<file path="src/rtl/exec_pkg.sv">
// Shared widths, micro-op bit positions, ALU and condition codes for the execute stage.
// Every execute module and the testbench import this package.
package exec_pkg;

    localparam int WORD_W   = 32;
    localparam int EFLAGS_W = 18;
    localparam int P_OP_W   = 18;

    typedef logic [WORD_W-1:0]   word_t;   // Operand, result, address or EIP
    typedef logic [EFLAGS_W-1:0] eflags_t;
    typedef logic [P_OP_W-1:0]   p_op_t;   // One-hot micro-op
    typedef logic [2:0]          alu_op_t;
    typedef logic [1:0]          opsize_t; // 0 byte, 1 word, 2 dword, 3 qword
    typedef logic [1:0]          cond_t;
    typedef logic [3:0]          ilen_t;

    // One-hot micro-op bit indices
    localparam int P_ADD       = 0;
    localparam int P_AND       = 1;
    localparam int P_OR        = 2;
    localparam int P_NOT       = 3;
    localparam int P_SAL       = 4;
    localparam int P_SAR       = 5;
    localparam int P_MOV       = 6;
    localparam int P_CMOVC     = 7;
    localparam int P_XCHG      = 8;
    localparam int P_MOVS      = 9;
    localparam int P_PUSH      = 10;
    localparam int P_POP       = 11;
    localparam int P_CALL_NEAR = 12;
    localparam int P_RET       = 13;
    localparam int P_JMP_NEAR  = 14;
    localparam int P_JCC       = 15;
    localparam int P_CLD       = 16;
    localparam int P_STD       = 17;

    // ALU functions
    localparam alu_op_t ALU_PASS = 3'd0; // res1 = op2
    localparam alu_op_t ALU_ADD  = 3'd1;
    localparam alu_op_t ALU_SUB  = 3'd2;
    localparam alu_op_t ALU_AND  = 3'd3;
    localparam alu_op_t ALU_OR   = 3'd4;
    localparam alu_op_t ALU_NOT  = 3'd5;
    localparam alu_op_t ALU_SHL  = 3'd6;
    localparam alu_op_t ALU_SAR  = 3'd7;

    // Branch and conditional-move conditions
    localparam cond_t CC_Z  = 2'd0;
    localparam cond_t CC_NZ = 2'd1;
    localparam cond_t CC_C  = 2'd2;
    localparam cond_t CC_NC = 2'd3;

    // EFLAGS bit positions
    localparam int FL_CF = 0;
    localparam int FL_PF = 1;
    localparam int FL_AF = 2;
    localparam int FL_ZF = 3;
    localparam int FL_SF = 4;
    localparam int FL_DF = 7;
    localparam int FL_OF = 8;

endpackage

</file>
<file path="src/rtl/exec_control.sv">
// Execute-stage control. Groups the one-hot micro-op into datapath selects,
// forms the internal and output valids and gates write-back and flag load.
module exec_control (
    input  exec_pkg::p_op_t   p_op,
    input  exec_pkg::cond_t   cond,
    input  exec_pkg::eflags_t flags,
    input  logic              valid_in,
    input  logic              latch_empty,
    input  logic [3:0]        res_ld,
    output logic              valid_int,
    output logic              valid_out,
    output logic [3:0]        res_wb,
    output logic              link_sel,
    output logic              push_sel,
    output logic              pop_sel,
    output logic              ret_sel,
    output logic              movs_sel,
    output logic              xchg_sel,
    output logic              jmp_sel,
    output logic              jcc_sel,
    output logic              call_sel,
    output logic              flags_ld,
    output logic              df_set,
    output logic              df_clr
);
    import exec_pkg::*;

    logic cmov_pass;
    logic skip;

    // Upstream latch empty means the inputs are stale
    assign valid_int = valid_in & ~latch_empty;

    // CMOVC moves on carry; the decoder may flip the sense with CC_NC
    assign cmov_pass = (cond == CC_NC) ? ~flags[FL_CF] : flags[FL_CF];
    assign skip      = p_op[P_CMOVC] & ~cmov_pass;
    assign valid_out = valid_int & ~skip;

    assign res_wb = res_ld & {4{valid_out}};

    // Stack pointer moves down for push and call
    assign push_sel = p_op[P_PUSH] | p_op[P_CALL_NEAR];
    assign pop_sel  = p_op[P_POP];
    assign ret_sel  = p_op[P_RET];
    assign movs_sel = p_op[P_MOVS];
    assign xchg_sel = p_op[P_XCHG];

    assign link_sel = p_op[P_CALL_NEAR]; // Return address goes out on res1
    assign call_sel = p_op[P_CALL_NEAR];
    assign jmp_sel  = p_op[P_JMP_NEAR];
    assign jcc_sel  = p_op[P_JCC];

    // fmask picks which bits actually change
    assign flags_ld = valid_out;
    assign df_set   = valid_out & p_op[P_STD];
    assign df_clr   = valid_out & p_op[P_CLD];

endmodule

</file>
<file path="src/rtl/exec_alu.sv">
// Integer ALU for the execute stage. Works at the width given by opsize and
// produces res1 plus a full flag image; a near call returns the fall-through EIP.
module exec_alu (
    input  exec_pkg::word_t   op1,
    input  exec_pkg::word_t   op2,
    input  exec_pkg::alu_op_t alu_op,
    input  exec_pkg::opsize_t opsize,
    input  logic              cf_in,
    input  logic              link_sel,
    input  exec_pkg::word_t   fallthru,
    output exec_pkg::word_t   res1,
    output exec_pkg::eflags_t flag_new
);
    import exec_pkg::*;

    logic [5:0]  width;     // Active width in bits
    word_t       mask;
    word_t       op1_sx;    // op1 sign-extended from the active width
    word_t       addend;
    logic [32:0] op1_ext;   // op1 with a zero bit on top
    logic [32:0] add_ext;
    logic        sub;
    logic [32:0] sum;
    logic [32:0] shl_ext;   // Bit at the width is the last bit shifted out
    logic [32:0] sar_ext;   // Bit 0 is the last bit shifted out
    logic [4:0]  shamt;
    logic        carry_w;   // Carry out of the active width
    logic        carry_msb; // Carry into the top bit of the active width
    word_t       result;
    logic        cf;
    logic        af;
    logic        of;

    always_comb begin
        case (opsize)
            2'd0: begin
                width  = 6'd8;
                mask   = 32'h0000_00ff;
                op1_sx = {{24{op1[7]}}, op1[7:0]};
            end
            2'd1: begin
                width  = 6'd16;
                mask   = 32'h0000_ffff;
                op1_sx = {{16{op1[15]}}, op1[15:0]};
            end
            default: begin // Qword runs at the 32-bit operand width
                width  = 6'd32;
                mask   = 32'hffff_ffff;
                op1_sx = op1;
            end
        endcase
    end

    // Subtract as op1 + ~op2 + 1
    assign sub       = (alu_op == ALU_SUB);
    assign addend    = sub ? ~op2 : op2;
    assign op1_ext   = {1'b0, op1};
    assign add_ext   = {1'b0, addend};
    assign sum       = op1_ext + add_ext + 33'(sub);
    assign carry_w   = sum[width] ^ op1_ext[width] ^ add_ext[width];
    assign carry_msb = sum[width-1] ^ op1[width-1] ^ addend[width-1];

    assign shamt   = op2[4:0];
    assign shl_ext = {1'b0, op1} << shamt;
    assign sar_ext = 33'($signed({op1_sx, 1'b0}) >>> shamt);

    always_comb begin
        cf = 1'b0;
        af = 1'b0;
        of = 1'b0;
        case (alu_op)
            ALU_ADD, ALU_SUB: begin
                result = sum[31:0];
                cf     = sub ? ~carry_w : carry_w; // Borrow on subtract
                af     = op1[4] ^ op2[4] ^ sum[4];
                of     = carry_w ^ carry_msb;
            end
            ALU_AND: result = op1 & op2;
            ALU_OR:  result = op1 | op2;
            ALU_NOT: result = ~op1;
            ALU_SHL: begin
                result = shl_ext[31:0];
                cf     = (shamt == 5'd0) ? cf_in : shl_ext[width];
                of     = result[width-1] ^ cf;
            end
            ALU_SAR: begin
                result = sar_ext[32:1];
                cf     = (shamt == 5'd0) ? cf_in : sar_ext[0];
            end
            default: result = op2; // ALU_PASS for MOV, CMOVC and XCHG
        endcase
    end

    always_comb begin
        flag_new        = '0;
        flag_new[FL_CF] = cf;
        flag_new[FL_PF] = ~^result[7:0]; // Even parity of the low byte
        flag_new[FL_AF] = af;
        flag_new[FL_ZF] = ((result & mask) == '0);
        flag_new[FL_SF] = result[width-1];
        flag_new[FL_OF] = of;
    end

    // Bits above ressize are ignored at write-back
    assign res1 = link_sel ? fallthru : result;

endmodule

</file>
<file path="src/rtl/exec_flags.sv">
// EFLAGS register. A load replaces only the bits selected by fmask;
// CLD and STD force the direction flag on the same edge.
module exec_flags (
    input  logic              clk,
    input  logic              reset,
    input  logic              flags_ld,
    input  exec_pkg::eflags_t fmask,
    input  exec_pkg::eflags_t flag_new,
    input  logic              df_set,
    input  logic              df_clr,
    output exec_pkg::eflags_t flags
);
    import exec_pkg::*;

    eflags_t flags_next;

    always_comb begin
        flags_next = flags;
        if (flags_ld) begin
            flags_next = (flags & ~fmask) | (flag_new & fmask);
        end
        if (df_set) begin
            flags_next[FL_DF] = 1'b1;
        end else if (df_clr) begin
            flags_next[FL_DF] = 1'b0;
        end
    end

    always_ff @(posedge clk) begin
        if (reset) begin
            flags <= '0;
        end else begin
            flags <= flags_next;
        end
    end

endmodule

</file>
<file path="src/rtl/exec_ptr_adjust.sv">
// Pointer arithmetic for res2, res3 and res4. MOVS pointers move by the
// operand size in the DF direction; the stack pointer follows push, pop, call and return.
module exec_ptr_adjust (
    input  exec_pkg::word_t   op1,
    input  exec_pkg::word_t   op2,
    input  exec_pkg::word_t   op3,
    input  exec_pkg::word_t   op4,
    input  exec_pkg::opsize_t opsize,
    input  logic              df,
    input  logic              push_sel,
    input  logic              pop_sel,
    input  logic              ret_sel,
    input  logic              movs_sel,
    input  logic              xchg_sel,
    output exec_pkg::word_t   res2,
    output exec_pkg::word_t   res3,
    output exec_pkg::word_t   res4
);
    import exec_pkg::*;

    word_t step;      // 1, 2, 4 or 8
    word_t src_next;
    word_t dst_next;
    logic  ret_imm;

    assign step = word_t'(1) << opsize;

    // String pointers walk down when DF is set
    assign src_next = df ? (op2 - step) : (op2 + step);
    assign dst_next = df ? (op3 - step) : (op3 + step);

    always_comb begin
        if (xchg_sel) begin
            res2 = op1; // Swap value
        end else if (movs_sel) begin
            res2 = src_next;
        end else begin
            res2 = op2;
        end
    end

    assign res3 = movs_sel ? dst_next : op3;

    // RET imm16 releases the return address plus the immediate
    assign ret_imm = ret_sel & (op2 != '0);

    always_comb begin
        if (push_sel) begin
            res4 = op4 - step;
        end else if (ret_imm) begin
            res4 = op4 + 32'd4 + op2;
        end else if (pop_sel || ret_sel) begin
            res4 = op4 + step;
        end else begin
            res4 = op4;
        end
    end

endmodule

</file>
<file path="src/rtl/exec_branch.sv">
// Branch resolution for near jump, near call and conditional jump.
// Compares the outcome with the fetch prediction and gives the redirect address.
module exec_branch (
    input  exec_pkg::word_t   eip,
    input  exec_pkg::ilen_t   instr_len,
    input  exec_pkg::word_t   disp,
    input  exec_pkg::cond_t   cond,
    input  exec_pkg::eflags_t flags,
    input  logic              valid_int,
    input  logic              jmp_sel,
    input  logic              jcc_sel,
    input  logic              call_sel,
    input  exec_pkg::word_t   pred_target,
    input  logic              pred_taken,
    output logic              br_valid,
    output logic              br_taken,
    output logic              br_correct,
    output exec_pkg::word_t   br_fip,
    output exec_pkg::word_t   fallthru
);
    import exec_pkg::*;

    word_t target;
    logic  cond_true;

    assign fallthru = eip + word_t'(instr_len);
    assign target   = fallthru + disp; // Relative to the next instruction

    always_comb begin
        case (cond)
            CC_Z:    cond_true = flags[FL_ZF];
            CC_NZ:   cond_true = ~flags[FL_ZF];
            CC_C:    cond_true = flags[FL_CF];
            default: cond_true = ~flags[FL_CF];
        endcase
    end

    assign br_valid = valid_int & (jmp_sel | jcc_sel | call_sel);
    assign br_taken = jmp_sel | call_sel | (jcc_sel & cond_true);

    // Target only matters when the branch is taken
    assign br_correct = (br_taken == pred_taken) && (!br_taken || (target == pred_target));

    assign br_fip = br_taken ? target : fallthru;

endmodule

</file>
<file path="src/rtl/execute_top.sv">
// Execute stage of the pipelined x86 subset core. Takes one decoded micro-op
// per cycle and returns results, write-back strobes and branch resolution in the same cycle.
module execute_top (
    input  logic              clk,
    input  logic              reset,
    input  logic              valid_in,
    input  logic              latch_empty,
    input  exec_pkg::word_t   eip_in,
    input  exec_pkg::ilen_t   instr_len,
    input  exec_pkg::p_op_t   p_op,
    input  exec_pkg::alu_op_t alu_op,
    input  exec_pkg::opsize_t opsize,
    input  exec_pkg::cond_t   cond,
    input  exec_pkg::eflags_t fmask,
    input  exec_pkg::word_t   op1,
    input  exec_pkg::word_t   op2,
    input  exec_pkg::word_t   op3,
    input  exec_pkg::word_t   op4,
    input  exec_pkg::word_t   dest1,
    input  exec_pkg::word_t   dest2,
    input  exec_pkg::word_t   dest3,
    input  exec_pkg::word_t   dest4,
    input  logic [3:0]        res_ld,
    input  logic [3:0]        res_is_reg,
    input  logic [3:0]        res_is_mem,
    input  exec_pkg::word_t   pred_target,
    input  logic              pred_taken,
    output logic              valid_out,
    output exec_pkg::word_t   eip_out,
    output exec_pkg::word_t   res1,
    output exec_pkg::word_t   res2,
    output exec_pkg::word_t   res3,
    output exec_pkg::word_t   res4,
    output exec_pkg::word_t   res1_dest,
    output exec_pkg::word_t   res2_dest,
    output exec_pkg::word_t   res3_dest,
    output exec_pkg::word_t   res4_dest,
    output logic [3:0]        res_wb,
    output logic [3:0]        res_is_reg_out,
    output logic [3:0]        res_is_mem_out,
    output exec_pkg::opsize_t ressize,
    output exec_pkg::eflags_t eflags,
    output logic              br_valid,
    output logic              br_taken,
    output logic              br_correct,
    output exec_pkg::word_t   br_fip
);
    import exec_pkg::*;

    logic    valid_int;
    logic    link_sel;
    logic    push_sel;
    logic    pop_sel;
    logic    ret_sel;
    logic    movs_sel;
    logic    xchg_sel;
    logic    jmp_sel;
    logic    jcc_sel;
    logic    call_sel;
    logic    flags_ld;
    logic    df_set;
    logic    df_clr;
    word_t   fallthru;  // Return address for near call
    eflags_t flag_new;

    exec_control u_control (
        .p_op(p_op), .cond(cond), .flags(eflags), .valid_in(valid_in),
        .latch_empty(latch_empty), .res_ld(res_ld), .valid_int(valid_int),
        .valid_out(valid_out), .res_wb(res_wb), .link_sel(link_sel),
        .push_sel(push_sel), .pop_sel(pop_sel), .ret_sel(ret_sel),
        .movs_sel(movs_sel), .xchg_sel(xchg_sel), .jmp_sel(jmp_sel),
        .jcc_sel(jcc_sel), .call_sel(call_sel), .flags_ld(flags_ld),
        .df_set(df_set), .df_clr(df_clr)
    );

    exec_alu u_alu (
        .op1(op1), .op2(op2), .alu_op(alu_op), .opsize(opsize),
        .cf_in(eflags[FL_CF]), .link_sel(link_sel), .fallthru(fallthru),
        .res1(res1), .flag_new(flag_new)
    );

    exec_flags u_flags (
        .clk(clk), .reset(reset), .flags_ld(flags_ld), .fmask(fmask),
        .flag_new(flag_new), .df_set(df_set), .df_clr(df_clr), .flags(eflags)
    );

    exec_ptr_adjust u_ptr_adjust (
        .op1(op1), .op2(op2), .op3(op3), .op4(op4), .opsize(opsize),
        .df(eflags[FL_DF]), .push_sel(push_sel), .pop_sel(pop_sel),
        .ret_sel(ret_sel), .movs_sel(movs_sel), .xchg_sel(xchg_sel),
        .res2(res2), .res3(res3), .res4(res4)
    );

    // op2 carries the relative displacement for branches
    exec_branch u_branch (
        .eip(eip_in), .instr_len(instr_len), .disp(op2), .cond(cond),
        .flags(eflags), .valid_int(valid_int), .jmp_sel(jmp_sel),
        .jcc_sel(jcc_sel), .call_sel(call_sel), .pred_target(pred_target),
        .pred_taken(pred_taken), .br_valid(br_valid), .br_taken(br_taken),
        .br_correct(br_correct), .br_fip(br_fip), .fallthru(fallthru)
    );

    assign eip_out        = eip_in;
    assign res1_dest      = dest1;
    assign res2_dest      = dest2;
    assign res3_dest      = dest3;
    assign res4_dest      = dest4;
    assign res_is_reg_out = res_is_reg;
    assign res_is_mem_out = res_is_mem;
    assign ressize        = opsize;

endmodule

</file>
<file path="config.mk">
export PLATFORM = sky130hd
export DESIGN_NAME = execute_top
export DESIGN_NICKNAME = d
export VERILOG_FILES = /design/src/rtl/exec_pkg.sv /design/src/rtl/exec_control.sv /design/src/rtl/exec_alu.sv /design/src/rtl/exec_flags.sv /design/src/rtl/exec_ptr_adjust.sv /design/src/rtl/exec_branch.sv /design/src/rtl/execute_top.sv
export SDC_FILE = /design/constraint.sdc
export NUM_CORES = 1
export LEC_CHECK = 0
export ABC_AREA = 1
export BUFFER_PORTS_ARGS = -buffer_cell sky130_fd_sc_hd__buf_2
export CAP_MARGIN = 40
export CORE_AREA = 2 2 285 287
export DETAILED_ROUTE_END_ITERATION = 10
export DIE_AREA = 0 0 287 289
export GPL_ROUTABILITY_DRIVEN = 1
export PLACE_DENSITY_LB_ADDON = 0.08
export SLEW_MARGIN = 5
export SYNTH_ARGS = -nofsm -noshare
export SYNTH_HDL_FRONTEND = slang
export SYNTH_HIERARCHICAL = 1
export SYNTH_SLANG_ARGS = --single-unit
</file>
<file path="constraint.sdc">
create_clock -name clk -period 6.4 [get_ports clk]
set_input_delay 0.64 -clock clk [delete_from_list [all_inputs] [get_ports clk]]
set_output_delay 0.64 -clock clk [all_outputs]
set_load 0.05 [all_outputs]
</file>
; ---- Word-level counts from Yosys, hierarchy flattened
; Index checks and enable logic that the tools add are counted.
[totals]
ff_bits = 18
inputBits = 384
output_inout_bits = 356
word_cells = 127
[op_classes]
n_addsub = 13
order_cmp = 3
eq_ne = 13
shifts = 3
n_mux = 44
bitwise_logic = 37
reduce_logical = 12
[op_table]
columns = operator, count
row1 = $mux 32, 11
row2 = $pmux 32 s6, 1
row3 = $add 32x32->32, 5
row4 = $pmux 32 s2, 2
row5 = $sub 32x32->32, 3
row6 = $and 32x32->32, 2
row7 = $not 32->32, 2
row8 = $add 32x32->33, 1
row9 = $add 33x1->33, 1
row10 = $shl 32x5->33, 1
row11 = $sshr 33x5->33, 1
row12 = $add 32x3->32 const B, 1
row13 = $add 32x4->32, 1
row14 = $eq 32x32->1, 1
row15 = $logic_not 32->1, 1
row16 = $lt 32x6->1 const B, 1
row17 = $lt 32x7->1 const B, 1
row18 = $or 32x32->32, 1
row19 = $reduce_bool 32->1, 1
row20 = $shl 1x2->32 const A, 1
row21 = $bmux 1 s6, 5
row22 = $bmux 1 s5, 4
row23 = $and 18x18->18, 1
row24 = $and 9x18->18, 1
row25 = other kinds (28), 75

; ---- Depth between registers and ports, before layout
[logic_depth]
ltp_word = 16
mapped_depth = 30

; ---- Hierarchy
; The synthesis kept the hierarchy.
[modules_own_cells]
columns = mod, instances, cells_per_inst, area_per_inst_um2
row1 = exec_ptr_adjust, 1, 2024, 10368.7
row2 = exec_alu, 1, 1832, 9116.2
row3 = exec_branch, 1, 879, 4501.8
row4 = execute_top, 1, 170, 1276.2
row5 = exec_flags, 1, 101, 922.1
row6 = exec_control, 1, 31, 180.2

; ---- Worst setup path after synthesis
; No wires, ideal clock.
[synth_path]
kind = input to output
start = in instr_len[0]
end = out br_fip[31]
arrival_ps = 4204
setup_slack_ps = 1556
stages = 23
path_cell_list = ha_1 -> fa_1 -> nand3_1 -> nand2_1 -> nand2_1 -> nor2_2 -> nand2_2 -> nor2_4 -> nand2_1 -> nor3_2 -> nand2_1 -> xor2_1 -> ha_1 -> nand2_1 -> nor3_1 -> nand2_1 -> nor3_1 -> nand2_1 -> nand3_1 -> inv_1 -> nand2_1 -> nand2_1 -> o21ai_0
[synth_between]
elab_chain_cells = 3
[synth_lines]
columns = element, line_no
row1 = from (decl), execute_top.sv:9  ; input exec_pkg::ilen_t instr_len,
row2 = $add 32x4->32, exec_branch.sv:26  ; assign fallthru = eip + word_t'(instr_len);
row3 = named net fallthru[28], execute_top.sv:63  ; word_t fallthru;
row4 = $add 32x32->32, exec_branch.sv:27  ; assign target = fallthru + disp;
row5 = $mux 32, exec_branch.sv:44  ; assign br_fip = br_taken ? target : fallthru;
row6 = to (decl), execute_top.sv:46  ; output exec_pkg::word_t br_fip
; The timed path passes the listed nets, and every way through them passes these cells.

; ---- Worst setup path in the final report
[layout_path]
start = in eip_in[0]
end = out br_correct
[layout_between]
elab_chain_cells = 5
[layout_lines]
columns = element, line_no
row1 = from (decl), execute_top.sv:8  ; input exec_pkg::word_t eip_in,
row2 = $add 32x4->32, exec_branch.sv:26
row3 = named net fallthru[24], execute_top.sv:63
row4 = $add 32x32->32, exec_branch.sv:27
row5 = $eq 32x32->1, exec_branch.sv:42  ; assign br_correct = (br_taken == pred_taken) && (!br_taken || (target == pred_target));
row6 = $logic_or 1x1->1, exec_branch.sv:42
row7 = $logic_and 1x1->1, exec_branch.sv:42
row8 = to (decl), execute_top.sv:45  ; output logic br_correct,
; The timed path passes the listed nets, and every way through them passes these cells.

==> summary by stage <==
Run status
The flow ran to the end, and the final reports show no timing, DRC or antenna violations.

Setup path
STA puts the critical path data arrival time at 4.81 ns. The cell occurring most often along the worst timing path is sky130_fd_sc_hd__nand2_1. In this run the worst path has a maximum fanout of 5.

The element type at the critical path start is an input port. The maximum single-stage delay on the critical path is 0.40 ns. The worst setup path is captured at an output port.

STA puts the critical path data required time at 5.76 ns. The worst setup path is of the input port to output port kind. On the critical path, the stage with the largest delay is an instance of sky130_fd_sc_hd__nor3_2.

Clock tree
The maximum clock insertion buffer count is 2. The clock slew at the register clock pins of the worst setup and hold paths is 0.05 ns. Buffers inserted during clock tree synthesis total 3. The latest clock arrival within the worst-skew pair is 0.25 ns. The tree built by TritonCTS fans out to 18 sinks. The quantity of hold-fixing buffers added after cts is 0. The clock tree root buffer cell is sky130_fd_sc_hd__clkbuf_16. The count of instances resized after the clock tree is built is 0. TritonCTS built the clock tree. The number of setup buffers added after CTS is 0. CTS built an H-tree with a depth of 1.

STA
In this run the tightest slew margin relative to its limit is 41.0%. The number of max-slew violations in the final report was 0. Setup violations remaining at the end of the flow were counted as 0. Setup repair after global routing left no endpoint under its margin. For the pin with the worst max-slew slack, the measured transition is 0.877 ns.

The worst-case hold slack is 0.464 ns. Based on the critical path, the design can be clocked at up to 0.183 GHz. The routed design could run at a clock period as short as 5.45 ns. The final setup TNS is 0 ns. The final number of hold-violating endpoints is 0. After layout, the worst path uses 85.2% of the clock period. Clock skew on the completed layout was measured at 0.00256 ns.

Route
For this run, design rule violations remaining after detail routing come to 0. The number of iterations in the first detailed-routing pass is 7. The total wirelength of the detailed-routed design is 140000 um. The total via count in the routed design is 33.9k. The number of nets still failing antenna checks after routing is 0.

The via density per instance is 5.40. The first routing iteration left 3441 violations. In the final routed layout, each cell accounts on average for 22.3 um.

Synth
The leading register cell type out of synthesis is sky130_fd_sc_hd__dfxtp_1. The share of flip-flops with an asynchronous set or reset is 0%. The synthesized netlist cell count is 5037.

Summing the sequential cell areas from Yosys gives 1.37% of the chip area. After synthesis, the cell types taking the most area are sky130_fd_sc_hd__nand2_1 22%, sky130_fd_sc_hd__nand3_1 12%, sky130_fd_sc_hd__ha_1 10%, sky130_fd_sc_hd__inv_1 8.4%, sky130_fd_sc_hd__nor2_1 6.2%. Counting distinct cell types in the post-synthesis netlist gives 75. The average cell area after synthesis is 5.23 um^2. Yosys mapped a number of flops with a built-in enable equal to 0. The total standard cell area after synthesis is 26400 um^2. Yosys printed 6 warnings. Synthesis inferred 18 register bits. The largest total area in the synthesized netlist belongs to sky130_fd_sc_hd__nand2_1. The share of Yosys cell area claimed by the top area cell type is 21.7%.

Pwr
The fraction of power consumed by the clock network is 3.6%. Net switching is 69.6% of the power. After layout, the design draws a total of 0.00393 W.

The maximum ir drop on the vdd rail is 0.0000919 V. For this design the total switching power over the nets is 0.00274 W. For this design the static power due to leakage is 15.0 nW.

The cell area power density is 139 nW/um^2. The internal power of the cells totals 0.00119 W. The sequential cell fraction of total power is 3.0%. Combinational logic burns 93.4% of the power.

GRT
The first-pass GRT wire length is 201000 um. Global routing consumed, over all layers together, 32.0% of the routing resources. Entering global routing, the biggest net connects 86 pins.

The initial antenna violation count is 3. Global routing finished with a remaining overflow of 0. The via count of the first global-routing pass was 31.0k.

Cells and area
Of the cells placed in the final design, the portion with a size suffix greater than 1 is 14.3%. The number of nets in the finished design is 5807. Leaving out fill and tap cells, the most frequent cell in the layout is sky130_fd_sc_hd__nand2_1. Cells fill 35.3% of the core in the end. The layout overhead on the synthesized area is 7.05%. In the layout the commonest cells are 1523 x sky130_fd_sc_hd__nand2_1, 633 x sky130_fd_sc_hd__nand3_1, 585 x sky130_fd_sc_hd__inv_1, 458 x sky130_fd_sc_hd__buf_2, 431 x sky130_fd_sc_hd__nor2_1. The final design instance area without fill is 28200 um^2.

Flow run
Across the run, the number of max-cap violations was 0.

Floorplan
The die outline width is 287 um. Once the floorplan was initialized, standard cells occupied 33.0% of the core. The count of pins on the block boundary is 740.

The die footprint is 82900 um^2. The die extent in y is 289 um. The floorplan step defined a core boundary enclosing 79900 um^2.

Row generation in the floorplan step produced 104 rows.

Place
Port buffering added 460 buffers. The final estimated routing congestion in global placement is 1.04. The detailed placement HPWL is 115000 um. The cell area reported after detailed placement is 28100 um^2.

Min path
The kind of path behind the tightest hold check is register to register.
layout make-up:
type                    instances  area, um^2
multi-input cells            4051       21400
repair buffers                510        2700
inverters                     622        2340
well taps                    1060        1330
diodes                          1        2.50
fillers                      9499       51700
flip-flops and latches         18         362
clock buffers                   4        88.8
synthesized netlist by cell type, drive strengths merged (3+ instances only):
cell,instances
nand2,1576
o211ai,38
xnor2,28
a21boi,11
buf,296
ha,212
and2,5
o21bai,31
a31oi,47
o31ai,3
dfxtp,18
nand3,672
clkinv,3
fa,5
o21a,3
nor3,76
nor4,21
nor2,468
nand4,80
o22ai,6
a21oi,242
o21ai,289
a221oi,14
a21o,12
o221ai,4
or2,25
nand3b,32
and3,7
mux2i,6
o2111ai,4
inv,619
a211oi,4
clkbuf,61
xor2,103
power groups by stage:
stage / logic, W / clock network (W) / registers, W
after floorplan: 0.00272 / 0 / 0.000132
after global placement: 0.00360 / 0 / 0.000122
after detailed placement: 0.00360 / 0 / 0.000122
after CTS: 0.00362 / 0.000146 / 0.000119
after global routing: 0.00397 / 0.000150 / 0.000120
final: 0.00367 / 0.000141 / 0.000119
worst paths after layout:
check	from	to	slack (ns)	cells after the start
setup / recovery	eip_in[0]	br_correct	0.95	29
hold / removal	register	register	0.46	2
setup reg to reg	register	u_flags/flags[7]	4.61	9
hold reg to reg	register	register	0.46	2
per-layer routing:
metal	global-route usage [%]	vias to the layer above	routed length [um]
met5	0	-	28
met4	10.9	4	5580
met3	5.03	217	12100
met2	52.0	1538	62200
met1	43.0	15401	60000
li1	-	16690	-
kinds of logic (layout without fill, tap and decap cells):
group / after synthesis / after routing / synth area share, %
AO/OA/AOI/OAI: 719 / 719 / 15.9
AND/OR/NAND/NOR: 2963 / 2963 / 49.8
flip-flops: 18 / 18 / 1.37
multiplexers: 6 / 6 / 0.228
other: 1 / 13 / 0.0142
buffers and inverters: 979 / 1136 / 17.6
adder cells (fa/ha/maj): 217 / 217 / 10.4
XOR/XNOR: 134 / 134 / 4.64
stage by stage:
step,instances,worst slack [ns]
finish,6266,0.948
global route,6265,0.524
CTS,6265,1.03
detailed placement,6261,1.05
global placement,6258,1.09
floorplan,5048,1.56
worst max-delay path: cells and delay by family:
family          cells  cell delay [ns]
simple gates       18             2.11
fa+ha+maj           3             0.73
compound gates      3             0.58
buf+inv             4             0.56
xor+xnor            1             0.16
Power figures use the tool's default switching activity.
